<file path="config.mk">
export PLATFORM = sky130hd
export DESIGN_NAME = dac_controller_flat
export DESIGN_NICKNAME = d
export VERILOG_FILES = /design/src/rtl/pid_pkg.sv /design/src/rtl/dac_word_if.sv /design/src/rtl/dac_controller.sv /design/src/flat_wrapper.sv
export VERILOG_INCLUDE_DIRS = /design/src /design/src/rtl
export SDC_FILE = /design/constraint.sdc
export NUM_CORES = 1
export LEC_CHECK = 0
export BUFFER_PORTS_ARGS = -buffer_cell sky130_fd_sc_hd__buf_4
export CAP_MARGIN = 20
export CELL_PAD_IN_SITES_DETAIL_PLACEMENT = 0
export CELL_PAD_IN_SITES_GLOBAL_PLACEMENT = 1
export CORE_ASPECT_RATIO = 1.4
export CORE_MARGIN = 3
export CORE_UTILIZATION = 44
export DETAILED_ROUTE_END_ITERATION = 7
export GPL_TIMING_DRIVEN = 0
export PLACE_DENSITY = 0.82
export SYNTH_ARGS = -nofsm -noshare
export SYNTH_HDL_FRONTEND = slang
export SYNTH_SLANG_ARGS = --single-unit
export TNS_END_PERCENT = 10
</file>
<file path="constraint.sdc">
create_clock -name clk50 -period 2 [get_ports clk50]
set_input_delay 0.3 -clock clk50 [delete_from_list [all_inputs] [get_ports clk50]]
set_output_delay 0.3 -clock clk50 [all_outputs]
set_load 0.02 [all_outputs]
</file>
<file path="src/rtl/pid_params.svh">
`ifndef PID_PARAMS_SVH
`define PID_PARAMS_SVH

// data path widths
`define W_SAMPLE 18
`define W_DAC 16
`define W_COEF 16
`define W_OSM 3
// pid sum and integral, wide enough for i_coef * integral
`define W_ACC 40

// number of servo channels, adc line a -> ch 0, line b -> ch 1
`define N_CHAN 2

// adc timing in clk50 cycles
`define ADC_CYCLE 200
`define CONVST_LEN 4

// dac8568 write to input register and update channel
`define DAC_CMD 4'b0011

`endif
</file>
<file path="src/rtl/pid_pkg.sv">
`default_nettype none

`include "pid_params.svh"

package pid_pkg;

	typedef logic signed [`W_SAMPLE-1:0] sample_t;	// adc sample or setpoint
	typedef logic signed [`W_COEF-1:0] coef_t;		// integer pid gain
	typedef logic [`W_DAC-1:0] dac_code_t;			// straight binary dac code
	typedef logic [3:0] dac_chan_t;					// dac8568 address field

	// dac8568 frame, msb goes out first
	typedef struct packed {
		logic [3:0] prefix;		// don't care bits, sent as zero
		logic [3:0] command;
		dac_chan_t address;
		dac_code_t data;
		logic [3:0] feature;	// unused here
	} dac_fields_t;

	// one 32 bit word seen as frame fields or as raw shift word
	typedef union packed {
		dac_fields_t fields;
		logic [31:0] raw;
	} dac_instr_u;

endpackage

`default_nettype wire

</file>
<file path="src/rtl/dac_word_if.sv">
`timescale 1ns/1ns
`default_nettype none

// one queued dac word
// valid holds with stable code/chan until done, drops the cycle after
interface dac_word_if;

	pid_pkg::dac_code_t code;
	pid_pkg::dac_chan_t chan;
	logic valid;
	logic done;		// single cycle, end of frame

	modport queue (output code, chan, valid, input done);
	modport ctrl (input code, chan, valid, output done);

endinterface

`default_nettype wire

</file>
<file path="src/rtl/dac_controller.sv">
`timescale 1ns/1ns
`default_nettype none

`include "pid_params.svh"

module dac_controller (
	input  logic     clk50,
	input  logic     rst_n,
	dac_word_if.ctrl dac,
	output logic     dac_nsync,
	output logic     dac_sclk,
	output logic     dac_din
);

pid_pkg::dac_instr_u instr;
logic [31:0]         shreg;	// remaining frame bits, msb next
logic [5:0]          cnt;	// clocks since nsync fell
logic                start;

// frame fields from the queued word
always_comb begin
	instr.fields.prefix = 4'h0;
	instr.fields.command = `DAC_CMD;
	instr.fields.address = dac.chan;
	instr.fields.data = dac.code;
	instr.fields.feature = 4'h0;
end

// done is still high in the cycle before valid drops
assign start = dac_nsync && dac.valid && !dac.done;

//////////////////////////////
// frame timing
//////////////////////////////

// sclk rises with nsync, dac latches din on each falling sclk
always_ff @(posedge clk50) begin
	if (!rst_n) begin
		dac_nsync <= 1'b1;
		dac_sclk <= 1'b0;
		dac_din <= 1'b0;
		cnt <= '0;
		dac.done <= 1'b0;
	end else begin
		dac.done <= 1'b0;
		if (start) begin
			dac_nsync <= 1'b0;
			dac_sclk <= 1'b1;
			dac_din <= instr.raw[31];	// first bit out with the first rising sclk
			cnt <= '0;
		end else if (!dac_nsync) begin
			cnt <= cnt + 1'b1;
			if (cnt == 6'd63) begin	// 32nd falling edge was last clock
				dac_nsync <= 1'b1;
				dac.done <= 1'b1;
			end else if (!cnt[0]) dac_sclk <= 1'b0;
			else begin
				dac_sclk <= 1'b1;
				dac_din <= shreg[31];
			end
		end
	end
end

always_ff @(posedge clk50) begin
	if (start) shreg <= {instr.raw[30:0], 1'b0};
	else if (!dac_nsync && cnt[0]) shreg <= {shreg[30:0], 1'b0};	// advance on rising sclk
end

endmodule

`default_nettype wire

</file>
<file path="src/flat_wrapper.sv">
// flat-port wrapper written by rule: the top's interface ports become plain ports
module dac_controller_flat 
  (clk50, rst_n, dac_nsync, dac_sclk, dac_din, dac_code, dac_chan, dac_valid, dac_done);
  dac_word_if dac_i ();
  input  logic clk50;
  input  logic rst_n;
  output logic dac_nsync;
  output logic dac_sclk;
  output logic dac_din;
  input wire logic [$bits(dac_i.code)-1:0] dac_code;
  input wire logic [$bits(dac_i.chan)-1:0] dac_chan;
  input wire logic [$bits(dac_i.valid)-1:0] dac_valid;
  output wire logic [$bits(dac_i.done)-1:0] dac_done;
  assign dac_i.code = dac_code;
  assign dac_i.chan = dac_chan;
  assign dac_i.valid = dac_valid;
  assign dac_done = dac_i.done;
  dac_controller u_core (.clk50(clk50), .rst_n(rst_n), .dac(dac_i), .dac_nsync(dac_nsync), .dac_sclk(dac_sclk), .dac_din(dac_din));
endmodule
</file>
=== After elaboration in Yosys (flattened, before gate mapping) ===
Index checks and enable logic that the tools add are counted.
Widths: inputs -> output; s select.

* Flip-flop bits (word level): 37
* Input port bits: 23
* Output and inout port bits: 4
* Logic and storage cells: 33

* Add/sub/neg operators: 1
* Equality and inequality tests: 3
* Mux-type cells: 9
* Bitwise logic cells: 3
* Reductions and logical operators: 10

{| class="wikitable"
|+ Operators by type and width
! kind !! number
|-
| $mux 25 || 2
|-
| $mux 1 || 7
|-
| $add 6x1->6 const B || 1
|-
| $eq 6x6->1 const B || 1
|-
| $logic_and 1x1->1 || 3
|-
| $not 1->1 || 3
|-
| $reduce_and 3->1 || 1
|-
| $reduce_or 3->1 || 1
|-
| $logic_not 1->1 || 2
|-
| $ne 2x1->1 const B || 1
|-
| $ne 2x2->1 const B || 1
|-
| $reduce_and 2->1 || 1
|-
| $reduce_bool 2->1 || 1
|-
| $reduce_or 2->1 || 1
|}

=== Longest topological paths before layout ===
Gate-level depths: netlist (run 1).

* Word-level depth: 4
* Mapped depth: 5
* Depth with buffers taken out: 4

=== Least setup slack after synthesis (run 1) ===
Ideal clock, no wire load.

* Path type: register to register
* Start point: reg u_core.dac_nsync
* End point: reg u_core.shreg[10] (enable)
* Setup time: 0.377 ns
* Data arrival time: 1.371 ns
* Required time: 1.623 ns
* Path slack: 0.252 ns
* Cell stages (with the launch flop): 5
* Buffers on the path: 2
* Period minus slack after synthesis: 1.748 ns
* Path through: dfxtp_1 buf_6 nand3b_4 buf_6 nand2_1

* Word-level cells in the longest chain between the ends: 3
* Elaborated cells between the ends (all ways): 5
* Classes of those cells: reduce/logical (5)

{| class="wikitable"
|+ Ends and longest elaborated chain
! item !! RTL line !! text
|-
| start, declared || dac_controller.sv:10 || <nowiki>output logic dac_nsync,</nowiki>
|-
| start signal, assigned || dac_controller.sv:39 || <nowiki>dac_nsync <= 1'b1;</nowiki>
|-
| start signal, assigned || dac_controller.sv:47 || <nowiki>dac_nsync <= 1'b0;</nowiki>
|-
| start signal, assigned || dac_controller.sv:54 || <nowiki>dac_nsync <= 1'b1;</nowiki>
|-
| $logic_not 1->1 / $logic_and 1x1->1 (equally long branches) || - ||
|-
| $logic_and 1x1->1, on equally long branches || dac_controller.sv:67, dac_controller.sv:30 ||
|-
| $reduce_bool 2->1 (no line) * || - ||
|-
| end signal, assigned || dac_controller.sv:66 || <nowiki>if (start) shreg <= {instr.raw[30:0], 1'b0};</nowiki>
|-
| end signal, assigned || dac_controller.sv:67 || <nowiki>else if (!dac_nsync && cnt[0]) shreg <= {shreg[30:0], 1'b0};</nowiki>
|-
| end, declared || dac_controller.sv:16 || <nowiki>logic [31:0] shreg;</nowiki>
|}

Mark *: on every way between the ends. The rest lies on a longest branch, timed or not.
A chain may end at the register's enable or synchronous reset.

=== Final worst setup path (run 1) ===
* Start point: reg u_core.dac_nsync
* End point: reg u_core.shreg[7] (enable)

Same word-level chain as after synthesis.

==> results of run 1 <==
[worst paths after layout]
check,slack [ns],endpoint,cells after the start,start
worst min register to register,0.46,u_core.shreg[29],2,u_core.shreg[28]
worst max-delay path,0.40,u_core.shreg[7],4,u_core.dac_nsync
worst min-delay path,0.26,u_core.dac_nsync,2,rst_n
worst max register to register,0.40,u_core.shreg[7],4,u_core.dac_nsync
[cell families (layout without fill, tap and decap cells)]
group / Yosys count / after routing / synth area share
AND/OR/NAND/NOR: 42 / 42 / 0.135
flip-flops: 37 / 37 / 0.589
multiplexers: 21 / 21 / 0.179
AO/OA/AOI/OAI: 12 / 12 / 0.0431
buffers and inverters: 6 / 40 / 0.0290
XOR/XNOR: 3 / 3 / 0.0164
adder cells (fa/ha/maj): 1 / 1 / 0.00783
[cell type report]
cell class,count,area (um^2)
tap,40,50.0
timing repair buffer,26,195
sequential,37,941
clock inverter,3,65.1
inverter,1,3.75
clock buffer,5,68.8
fill,304,1460
multi-input combinational,79,613
buffer,5,42.5
[registers in the layout (all words and copies together) (netlist names)]
register,flops
u_core.cnt,6
u_core.dac.done,1
u_core.dac_din,1
u_core.dac_nsync,1
u_core.dac_sclk,1
u_core.shreg,27
[worst register-to-register path: stages (launching register included)]
cell	delay, ns
sky130_fd_sc_hd__dfxtp_1	0.38
sky130_fd_sc_hd__buf_6	0.17
sky130_fd_sc_hd__nand3b_4	0.15
sky130_fd_sc_hd__buf_6	0.19
sky130_fd_sc_hd__nand2_2	0.36
[power by group]
part,total [mW],switching (mW),internal [mW],leakage (nW)
logic,0.197,0.0830,0.114,0.407
clock network,0.750,0.255,0.495,0.0681
registers,0.880,0.0173,0.862,0.330
total,1.83,0.355,1.47,0.805
[synthesized netlist by cell type (all sizes together)]
| master | instances |
|---|---|
| mux2i | 2 |
| dfxtp | 17 |
| nand3b | 1 |
| o31ai | 1 |
| nor3b | 1 |
| nand4b | 2 |
| nor2 | 5 |
| nand2 | 18 |
| ha | 1 |
| and3 | 1 |
| buf | 4 |
| xor2 | 2 |
| mux2 | 19 |
| xnor2 | 1 |
| o31a | 1 |
| nand3 | 7 |
| or4 | 1 |
| inv | 1 |
| and2 | 1 |
| nor2b | 3 |
| a31oi | 2 |
| clkbuf | 1 |
| a21oi | 6 |
| edfxtp | 20 |
| nor3 | 1 |
| o21ai | 2 |
| nand2b | 1 |
[routing by layer]
layer,vias to the layer above,share of wire
li1,506,-
met1,505,0.40
met2,24,0.52
met3,8,0.052
met4,0,0.023
met5,-,0
[layout by cell type, fill, tap and decap left out, drive strengths merged, types with 3 or more instances in the layout]
| cell | Yosys | routed |
|---|---|---|
| dfxtp | 17 | 17 |
| mux2 | 19 | 19 |
| a21oi | 6 | 6 |
| buf | 4 | 30 |
| edfxtp | 20 | 20 |
| nor2 | 5 | 5 |
| nand2 | 18 | 18 |
| nand3 | 7 | 7 |
| nor2b | 3 | 3 |
| clkbuf | 1 | 6 |
[metrics by stage]
| step | area [um^2] | total power, mW | std cells | utilization |
|---|---|---|---|---|
| final | 1980 | 1.83 | 196 | 0.575 |
| after floorplan | 1600 | 1.02 | 122 | - |
| after detailed placement | 1840 | 1.09 | 188 | 0.536 |
| after CTS | 1980 | 1.85 | 196 | 0.575 |
| after global placement | 1840 | 1.09 | 188 | 0.536 |
| after global routing | 1980 | 1.89 | 196 | 0.575 |
[what timing repair did]
| action | in CTS | in global routing |
|---|---|---|
| gates resized for setup | 0 | 1 |
| setup endpoints to repair | 0 | 11 |
| hold buffers | 0 | 0 |
==> results.txt, run 1 <==
* Number of antenna-violating nets in the routed design: 0
* Clock-pin slew on the worst setup and hold paths: 0.07 ns
* Max Cap Violations: 0
- The first routing iteration left 19 violations.
- Worst setup path category: flop to flop
- The clock net in this run drives a total of 37 sinks.
- Measured against its own limit, the worst slew margin works out to 0.637.
- GR met2 Demand/Resource: 0.239
- Data arrives at the worst endpoint at 1.53 ns.
* Vertical die dimension: 77.3 um
* Launching element type of the critical path: flop
* Final worst path period share: 0.800
* Pin count of the biggest net entering global routing: 21
- The H-tree was split into 2 levels.
* Count of final max-slew check failures: 0
- The critical path contains buffers and inverters numbering 2 combined.
* Vias per inst: 5.32
- Post-synth top area cell: sky130_fd_sc_hd__edfxtp_1
* Via count: 1,043
* Total power divided by cell area: 923 nW/um^2
- Maximum fanout count along the critical path: 20
- Die area: 4400 um^2
- Row count: 25
- In this run the horizontal extent of the chip is 56.9 um.
- Counting distinct cell types in the post-synthesis netlist gives 29.
- Leading cell types by total area after synthesis: sky130_fd_sc_hd__edfxtp_1 38%, sky130_fd_sc_hd__dfxtp_1 21%, sky130_fd_sc_hd__mux2_4 13%
- Vias in the first global route: 1,030
* Outcome: complete, no violations
* Weighted congestion reported at the end of routability-driven placement: 0.721
* Critical path capture point type: flop
* Number of buffers on the longest clock path: 2
- Number of port buffers: 26
- The share of synthesized area in the top cell type comes to 0.376.
- Data on the critical path is required at its endpoint by 1.93 ns.
- The layer flagged by global routing as most heavily used is met2.
* Fraction of layout instances using a drive strength above 1: 0.378
- The largest individual stage delay along the critical path comes from the cell sky130_fd_sc_hd__dfxtp_1.
- The area growth from synthesis to layout is 23.9%.
- Syn nets: 146
- In the global route stage, met3 resource usage came out at 0.0438.
- Final TNS setup: 0 ns
* Post-route setup slack: 0.400 ns
- For this run the aggregate overflow at the end of global routing stands at 0.
- Setup violations remaining at the end of the flow were counted as 0.
- The clock arrives with 0.00522 ns of skew.
* Total GRT Usage: 0.149
* Root buffer cell: sky130_fd_sc_hd__clkbuf_8
- Among cell families on the critical path, the largest total delay comes from simple AND/OR/NAND/NOR gates.
- Number of CTS-inserted buffers: 5
- Most prevalent standard cell on the critical path: sky130_fd_sc_hd__buf_6
- Clock period minus worst slack: 1.60 ns
* Area of the core: 3440 um^2
- For this run, the number of Yosys warnings is 0.
- CTS tree: done
- After synthesis, the mean cell area works out to 13.1 um^2.
- Highest clock rate: 0.625 GHz
- GRT met1 Usage: 0.178
* Global-route wire length before repair: 4960 um
- Across the VDD grid, the largest voltage drop is 823 uV.
- Classification of the worst-slack hold path: input port to flop
- Final nets: 179
- Later-pin clock latency in the skew report: 0.29 ns
- The initial utilization of the core area, before any placement, comes to 0.464.
- Minimum setup slack after placement: 0.119 ns
- Synthesis produced a netlist whose cell count is 122.
* Total detailed-routing wirelength: 2970 um
- 27 I/O pins were placed.
- Largest incremental delay on the critical path: 0.38 ns
- Placed wire-length estimate: 2050 um
- Measured slew at the worst slew-check pin: 0.543 ns
* Hold WS: 0.260 ns
* Area of the mapped netlist: 1600 um^2
* Critical-path cell list: buf_6 -> nand3b_4 -> buf_6 -> nand2_2
- Of the synthesized area, sequential elements account for 0.589.
- The initial antenna violation count is 0.
- Antenna diodes: 0
* Setup repair after global routing missed its margin: no
* Initial DRT Pass Iterations: 4
* Leak pwr: 0.805 nW
- Total of flip-flops plus latches after synthesis: 37
* Number of endpoints with negative hold slack in the final report: 0
- Mean routed wirelength per cell: 15.2 um
- In the routed design, unresolved DRC markers number 0.
- Post-CTS setup-driven buffer insertion count: 0
No activity file was read; power rests on OpenSTA's default activity.
==> run 2: changes to the inputs <==
CORE_UTILIZATION = 40   (was 44)
PLACE_DENSITY = 0.79   (was 0.82)
clock period = 1.31 ns   (was 2 ns; I/O delays follow)
==> run 2 against run 1 <==
  * The flow now finishes with violations (setup timing)
  * Design area is 1.8% higher
  * Combinational power is 65% higher
  * First-iteration DRC count stayed put
  * Sequential share of layout area is 0.58 points lower
  * Non-clock buffer count is 2 higher
  * Critical endpoint unchanged
==> results.txt, run 2 (synthesized netlist as in run 1, its figures left out) <==
- Initial antenna violation count: 0
- In the final layout, the registers with the most flip-flops are u_core.shreg x27, u_core.cnt x6.
- Placed wire-length estimate: 1990 um
- STA classifies the critical path endpoint as a flop.
- Tracing the worst setup path back leads to its startpoint at u_core.dac_nsync.
* Data arrival, critical path: 1.39 ns
- Initial DRT Pass Iterations: 4
- Sum of buffers and inverters on the critical path: 2
- Switching part of the total power: 0.230
- Fill cell instance count of the final layout: 315
* Post-route setup slack: -0.0474 ns
- Cell family with most CP delay: flip-flops
- Finished Core Util: 0.538
- Chip width: 59.4 um
- In the finished design, the share of the clock period the worst path needs comes to 1.04.
* Measured slew at the worst slew-check pin: 0.354 ns
* Internal: 1.88 mW
- After global routing the overflow that remains totals 0.
* Vertical die dimension: 80.8 um
- Relative slew slack: 0.764
* Leak pwr: 0.804 nW
- Detailed-route DRC error count: 0
- Ranked by flip-flop count, first place goes to u_core.shreg.
* Count of final max-slew check failures: 0
- Setup repair after global routing missed its margin: yes
- Combinational cell fraction of total power: 0.133
- Later-pin clock latency in the skew report: 0.29 ns
* Post-CTS Hold Fix Bufs: 0
- Number of buffers on the longest clock path: 2
* Setup-failing EPs final: 19
- The run finished, with violations left.
- End of the critical path: u_core.shreg[7]
* Vias in the first global route: 1,083
- The number of hold violations in the final report was 0.
- CTS tree: done
- For this configuration, the core starts out at a cell density of 0.427.
* Number of CTS-inserted buffers: 5
- Of the cells placed in the final design, the portion with a size suffix greater than 1 is 0.418.
- The count of buffers added on input and output ports is 26.
* Area of the core: 3740 um^2
- Total GRT Usage: 0.142
* H-Tree Depth: 2
- The critical path is of the flop to flop type.
- Largest vdd supply drop: 796 uV
- Static timing analysis puts the maximum clock frequency at 0.737 GHz.
- Launching element type of the critical path: flop
* Number of antenna-violating nets in the routed design: 0
* Flip-flop count of the largest register after layout: 27
* Share of total power in sequential cells: 0.551
- Row count: 26
* Switching component of the power: 0.561 mW
- Largest incremental delay on the critical path: 0.37 ns
* Total detailed-routing wirelength: 3000 um
* Worst-case register-to-register setup slack: -0.05 ns
- After the first detailed-routing iteration, the DRC count stood at 19.
- Total power divided by cell area: 1210 nW/um^2
- Total I/O pin count: 27
- Via count: 1,043
* Layout-stage area growth over the synthesis result: 26.1%
- Max Cap Violations: 0
* Die area: 4800 um^2
- After detailed routing, the average wire length per cell comes to 15.0 um.
- Final nets: 181
- The signal on the critical path passes through buf_8 -> nand3b_4 -> buf_12 -> mux2_4.
- Classification of the worst-slack hold path: input port to flop
- Along the worst path, the maximum fanout reaches 10.
* Fin Clk Skew: 0.00774 ns
- The first global-routing pass estimated 5020 um of wire.
* Weighted congestion reported at the end of routability-driven placement: 0.756
- The startpoint identified for the worst register-to-register timing path is u_core.dac_nsync.
- In the layout the commonest cells are 28 x sky130_fd_sc_hd__buf_4, 20 x sky130_fd_sc_hd__edfxtp_1, 16 x sky130_fd_sc_hd__nand2_1.
* Antenna diodes: 0
* Cell at the slowest stage of the critical path: sky130_fd_sc_hd__dfxtp_4
- Register-to-Register Path Depth: 4
- The design draws 2.44 mW.
- Critical path data required time: 1.34 ns
- Fraction of power consumed by the clock network: 0.316
- Vias per inst: 5.22
- CTS placed an instance of sky130_fd_sc_hd__clkbuf_8 at the clock tree root.
- Number of sinks handled by clock tree synthesis: 37
- Clock-pin slew on the worst setup and hold paths: 0.08 ns
- After layout, the minimum clock period comes to 1.36 ns.
- Pin count of the biggest net entering global routing: 21
* Violated checks: setup timing
* Reg-to-Reg End: u_core.shreg[7]
* Number of stages on the worst setup path: 4
- Commonest non-fill, non-tap cell in the layout: sky130_fd_sc_hd__buf_4
## run 2: cell type report
| class | count | area, um^2 | area share |
|---|---|---|---|
| Timing Repair Buffer | 28 | 210 | 0.104 |
| Buffer | 5 | 66.3 | 0.0329 |
| Inverter | 1 | 3.75 | 0.00186 |
| Clock buffer | 5 | 68.8 | 0.0342 |
| Multi-Input combinational cell | 79 | 649 | 0.322 |
| Clock inverter | 3 | 17.5 | 0.00870 |
| Tap cell | 42 | 52.6 | 0.0261 |
| Sequential cell | 37 | 946 | 0.470 |
## run 2: how the worst min path moves through the flow
stage                startpoint  slack [ns]                to  depth (start not counted)
2_1_floorplan             rst_n        0.27  u_core.dac_nsync                          1
3_3_place_gp   u_core.shreg[27]        0.44  u_core.shreg[28]                          2
3_5_place_dp              rst_n        0.43  u_core.dac_nsync                          2
4_1_cts                   rst_n        0.15  u_core.dac_nsync                          2
5_1_grt                   rst_n        0.16  u_core.dac_nsync                          2
6_report                  rst_n        0.17  u_core.dac_nsync                          2
## run 2: through the flow
stage	area, um^2	hold WS (ns)	setup WS, ns	TNS (ns)	cells
floorplan	1610	0.272	-0.0364	-0.492	122
global placement	1860	0.442	-0.0473	-1.26	190
detailed placement	1860	0.434	-0.0636	-2.07	190
CTS	1990	0.145	-0.0444	-0.690	200
global route	2010	0.162	-0.0809	-1.36	200
finish	2010	0.168	-0.0474	-0.680	200
## run 2: repair_timing
action | in CTS | in global routing
setup endpoints to repair | 35 | 37
pin swaps | 1 | 1
buffers inserted | 2 | 0
resized for setup | 5 | 6
## run 2: worst register-to-register path, cell delays in order (launching register included)
cell,delay [ns]
sky130_fd_sc_hd__dfxtp_4,0.37
sky130_fd_sc_hd__buf_8,0.13
sky130_fd_sc_hd__nand3b_4,0.13
sky130_fd_sc_hd__buf_12,0.18
sky130_fd_sc_hd__mux2_4,0.30
## run 2: power groups by stage
stage | sequential, mW | clock [mW] | combinational, mW
after detailed placement | 1.37 | 0 | 0.300
after global routing | 1.35 | 0.855 | 0.354
after global placement | 1.37 | 0 | 0.294
final | 1.34 | 0.770 | 0.326
after CTS | 1.34 | 0.796 | 0.327
after floorplan | 1.37 | 0 | 0.200
## run 2: layer usage
layer / track usage / routed length (um) / share of wire / vias up
met5: 0 / 0 / 0 / -
met4: 0.0590 / 61 / 0.020 / 0
met3: 0.0477 / 179 / 0.060 / 8
met2: 0.236 / 1450 / 0.48 / 30
met1: 0.163 / 1300 / 0.43 / 498
li1: - / - / - / 507
==> run 3: changes to the inputs <==
CORE_MARGIN = 5   (was 3)
==> run 3 against run 2 <==
  * Cell count unchanged
  * Global-route usage decreased by 2.5 points
  * Clock power rose by 22%
  * Fmax shrank 0.54%
  * Sequential share of layout area decreased by 0.23 points
  * Via count down 1.3%
  * Count of clock-buffer cells in the layout is 3 higher
  * Critical path depth is the same
  * Largest cell class unchanged
  * Largest power group unchanged
  * The run still ends with setup timing left
  * Register-to-register slack about the same
  * Sequential cell count did not move
==> results.txt, run 3 (synthesized netlist as in run 1, its figures left out) <==
- Largest reg by FF count: u_core.shreg
- For this run, the total global-route usage over all layers was measured as 0.117.
- Placed wire-length estimate: 2020 um
* Relative slew slack: 0.776
- The count of nets left with antenna violations once routing finished came out at 0.
* Sink of the worst hold path: u_core.dac_nsync
- The slowest stage of the critical path is the sky130_fd_sc_hd__dfxtp_4 cell.
- Entering global routing, the biggest net connects 21 pins.
- Hold WS: 0.173 ns
* Placed cell area: 1860 um^2
- Number of port buffers: 26
- For this run, the number of standard cells in the final layout without fillers is 200.
* Critical-path cell list: buf_8 -> nand3b_4 -> buf_12 -> mux2_4
- For this design the ratio of total power to cell area is 1290 nW/um^2.
* Clock period minus worst slack: 1.36 ns
* Fraction of layout instances using a drive strength above 1: 0.420
* Routed length on met2: 1380 um
- Commonest non-fill, non-tap cell in the layout: sky130_fd_sc_hd__buf_4
* Count of final max-slew check failures: 0
- Flip-flop count of the largest register after layout: 27
* Largest incremental delay on the critical path: 0.37 ns
- Final nets: 180
- The number of hold violations in the final report came to 0.
- In this run, post-CTS hold repair placed 0 buffers.
* Vias in the first global route: 1,081
- Summing over every cut layer, the via total after detailed routing is 1,029.
- After floorplanning, the core was divided into 27 placement rows.
- Classification of the worst-slack hold path: input port to flop
- Launch instance of the worst register-to-register path: u_core.dac_nsync
* Initial antenna violation count: 0
* Maximum fanout count along the critical path: 10
* Minimum setup slack after placement: -0.0744 ns
- CTS tree: done
- After clock tree synthesis, the clock-pin slew on the worst setup and hold paths is 0.07 ns.
- DRT met1 WL: 1330 um
* Cell family with most CP delay: flip-flops
* Setup-failing EPs final: 18
- For this block, the initial DRC count from the detailed router was 40.
- STA puts the critical path data required time at 1.34 ns.
* Layout-stage area growth over the synthesis result: 26.9%
- H-Tree Depth: 2
* Global route total overflow: 0
- STA classifies the critical path endpoint as a flop.
- In this run the most critical hold path is launched from rst_n.
- For the pin with the worst max-slew slack, the measured transition is 0.335 ns.
- Data arrival, critical path: 1.39 ns
- Dividing the detail-routed wire length by the instance count gives 14.9 um.
- In the detailed route, the total length drawn on met3 is 191 um.
* Global-route wire length before repair: 5000 um
- From bottom edge to top edge, the die measures 84.8 um.
* Number of CTS-inserted buffers: 5
- Top Metal Used: met4
- Sum of buffers and inverters on the critical path: 2
- Number of sinks handled by clock tree synthesis: 37
- Fin Clk Skew: 0.00272 ns
- Later-pin clock latency in the skew report: 0.28 ns
* Chip width: 63.4 um
* Detailed-route DRC error count: 0
- The final reports fail on setup timing.
- 27 I/O pins were placed.
* Die area: 5380 um^2
- Number of cells on the worst hold path: 2
* Weighted congestion reported at the end of routability-driven placement: 0.791
* Register-to-Register Path Depth: 4
- In the layout the commonest cells are 27 x sky130_fd_sc_hd__buf_4, 20 x sky130_fd_sc_hd__edfxtp_1, 17 x sky130_fd_sc_hd__nand2_1.
- Worst setup path category: flop to flop
- Across all register-to-register paths, the minimum setup slack is -0.05 ns.
- The tool flagged a number of max-cap violations equal to 0.
- Antenna diodes: 0
- Area of the core: 3880 um^2
- Summed over all cells, the static leakage comes to 0.814 nW.
- Top flop regs: u_core.shreg x27, u_core.cnt x6
- Launching element type of the critical path: flop
* Post-route setup slack: -0.0548 ns
- IR analysis of the VDD net gives a maximum drop of 851 uV.
* Initial core utilization: 0.411
* Vias per inst: 5.15
* Outcome: finished, violations left
- Total detailed-routing wirelength: 2970 um
* Reg-to-Reg End: u_core.shreg[8]
* Fill cell instance count of the final layout: 328
- For this run, the top clock speed supported by timing is 0.733 GHz.
- Finished layout cell area: 2030 um^2
- After detailed placement, the design holds a cell count of 191.
- Setup repair after global routing could not meet its margin everywhere.
- Root buffer cell: sky130_fd_sc_hd__clkbuf_8
- The first detailed-routing pass took 4 iterations.
- Final worst path period share: 1.04
- Number of buffers on the longest clock path: 2
==> run 3: routing by layer <==
metal,up-vias,global-route usage
li1,506,-
met4,0,0.0567
met3,8,0.0415
met2,31,0.175
met5,-,0
met1,484,0.148
==> run 3: final cells by class <==
| cell class | count | area [um^2] | share of cell area |
|---|---|---|---|
| buffer | 5 | 66.3 | 0.0327 |
| inverter | 1 | 3.75 | 0.00185 |
| tap | 43 | 53.8 | 0.0265 |
| timing repair buffer | 27 | 203 | 0.100 |
| multi-input combinational | 79 | 638 | 0.315 |
| sequential | 37 | 947 | 0.467 |
| clock buffer | 8 | 115 | 0.0568 |
==> run 3: worst max path at each step <==
stage,startpoint,to,slack [ns],cells after the start
finish,u_core.dac_nsync,u_core.shreg[8],-0.05,4
global route,u_core.dac_nsync,u_core.shreg[22],-0.09,4
global placement,u_core.dac_nsync,u_core.shreg[20],-0.06,4
CTS,u_core.dac_nsync,u_core.shreg[8],-0.06,4
floorplan,u_core.dac_nsync,u_core.shreg[10],-0.04,4
detailed placement,u_core.dac_nsync,u_core.shreg[11],-0.07,4
==> run 3: through the flow <==
stage / TNS, ns / util / power (mW)
after detailed placement: -2.39 / 0.480 / 1.67
after floorplan: -0.492 / - / 1.57
after global placement: -1.90 / 0.480 / 1.66
final: -0.753 / 0.522 / 2.61
after CTS: -0.954 / 0.519 / 2.64
after global routing: -1.52 / 0.522 / 2.72
==> run 3: what timing repair did <==
item                                    in CTS  in global routing
gates cloned                                 0                  0
setup buffers                                1                  0
gates resized for setup                      6                  4
endpoints found under the setup margin      36                 37
pin swaps                                    1                  0
==> run 3: report_power, final <==
group	switching (mW)	internal, mW
combinational	0.131	0.192
clock	0.377	0.564
sequential	0.0286	1.32
==> run 3: worst register-to-register path: stages, from the launching register on <==
cell	delay, ns
sky130_fd_sc_hd__dfxtp_4	0.37
sky130_fd_sc_hd__buf_8	0.13
sky130_fd_sc_hd__nand3b_4	0.13
sky130_fd_sc_hd__buf_12	0.18
sky130_fd_sc_hd__mux2_4	0.30
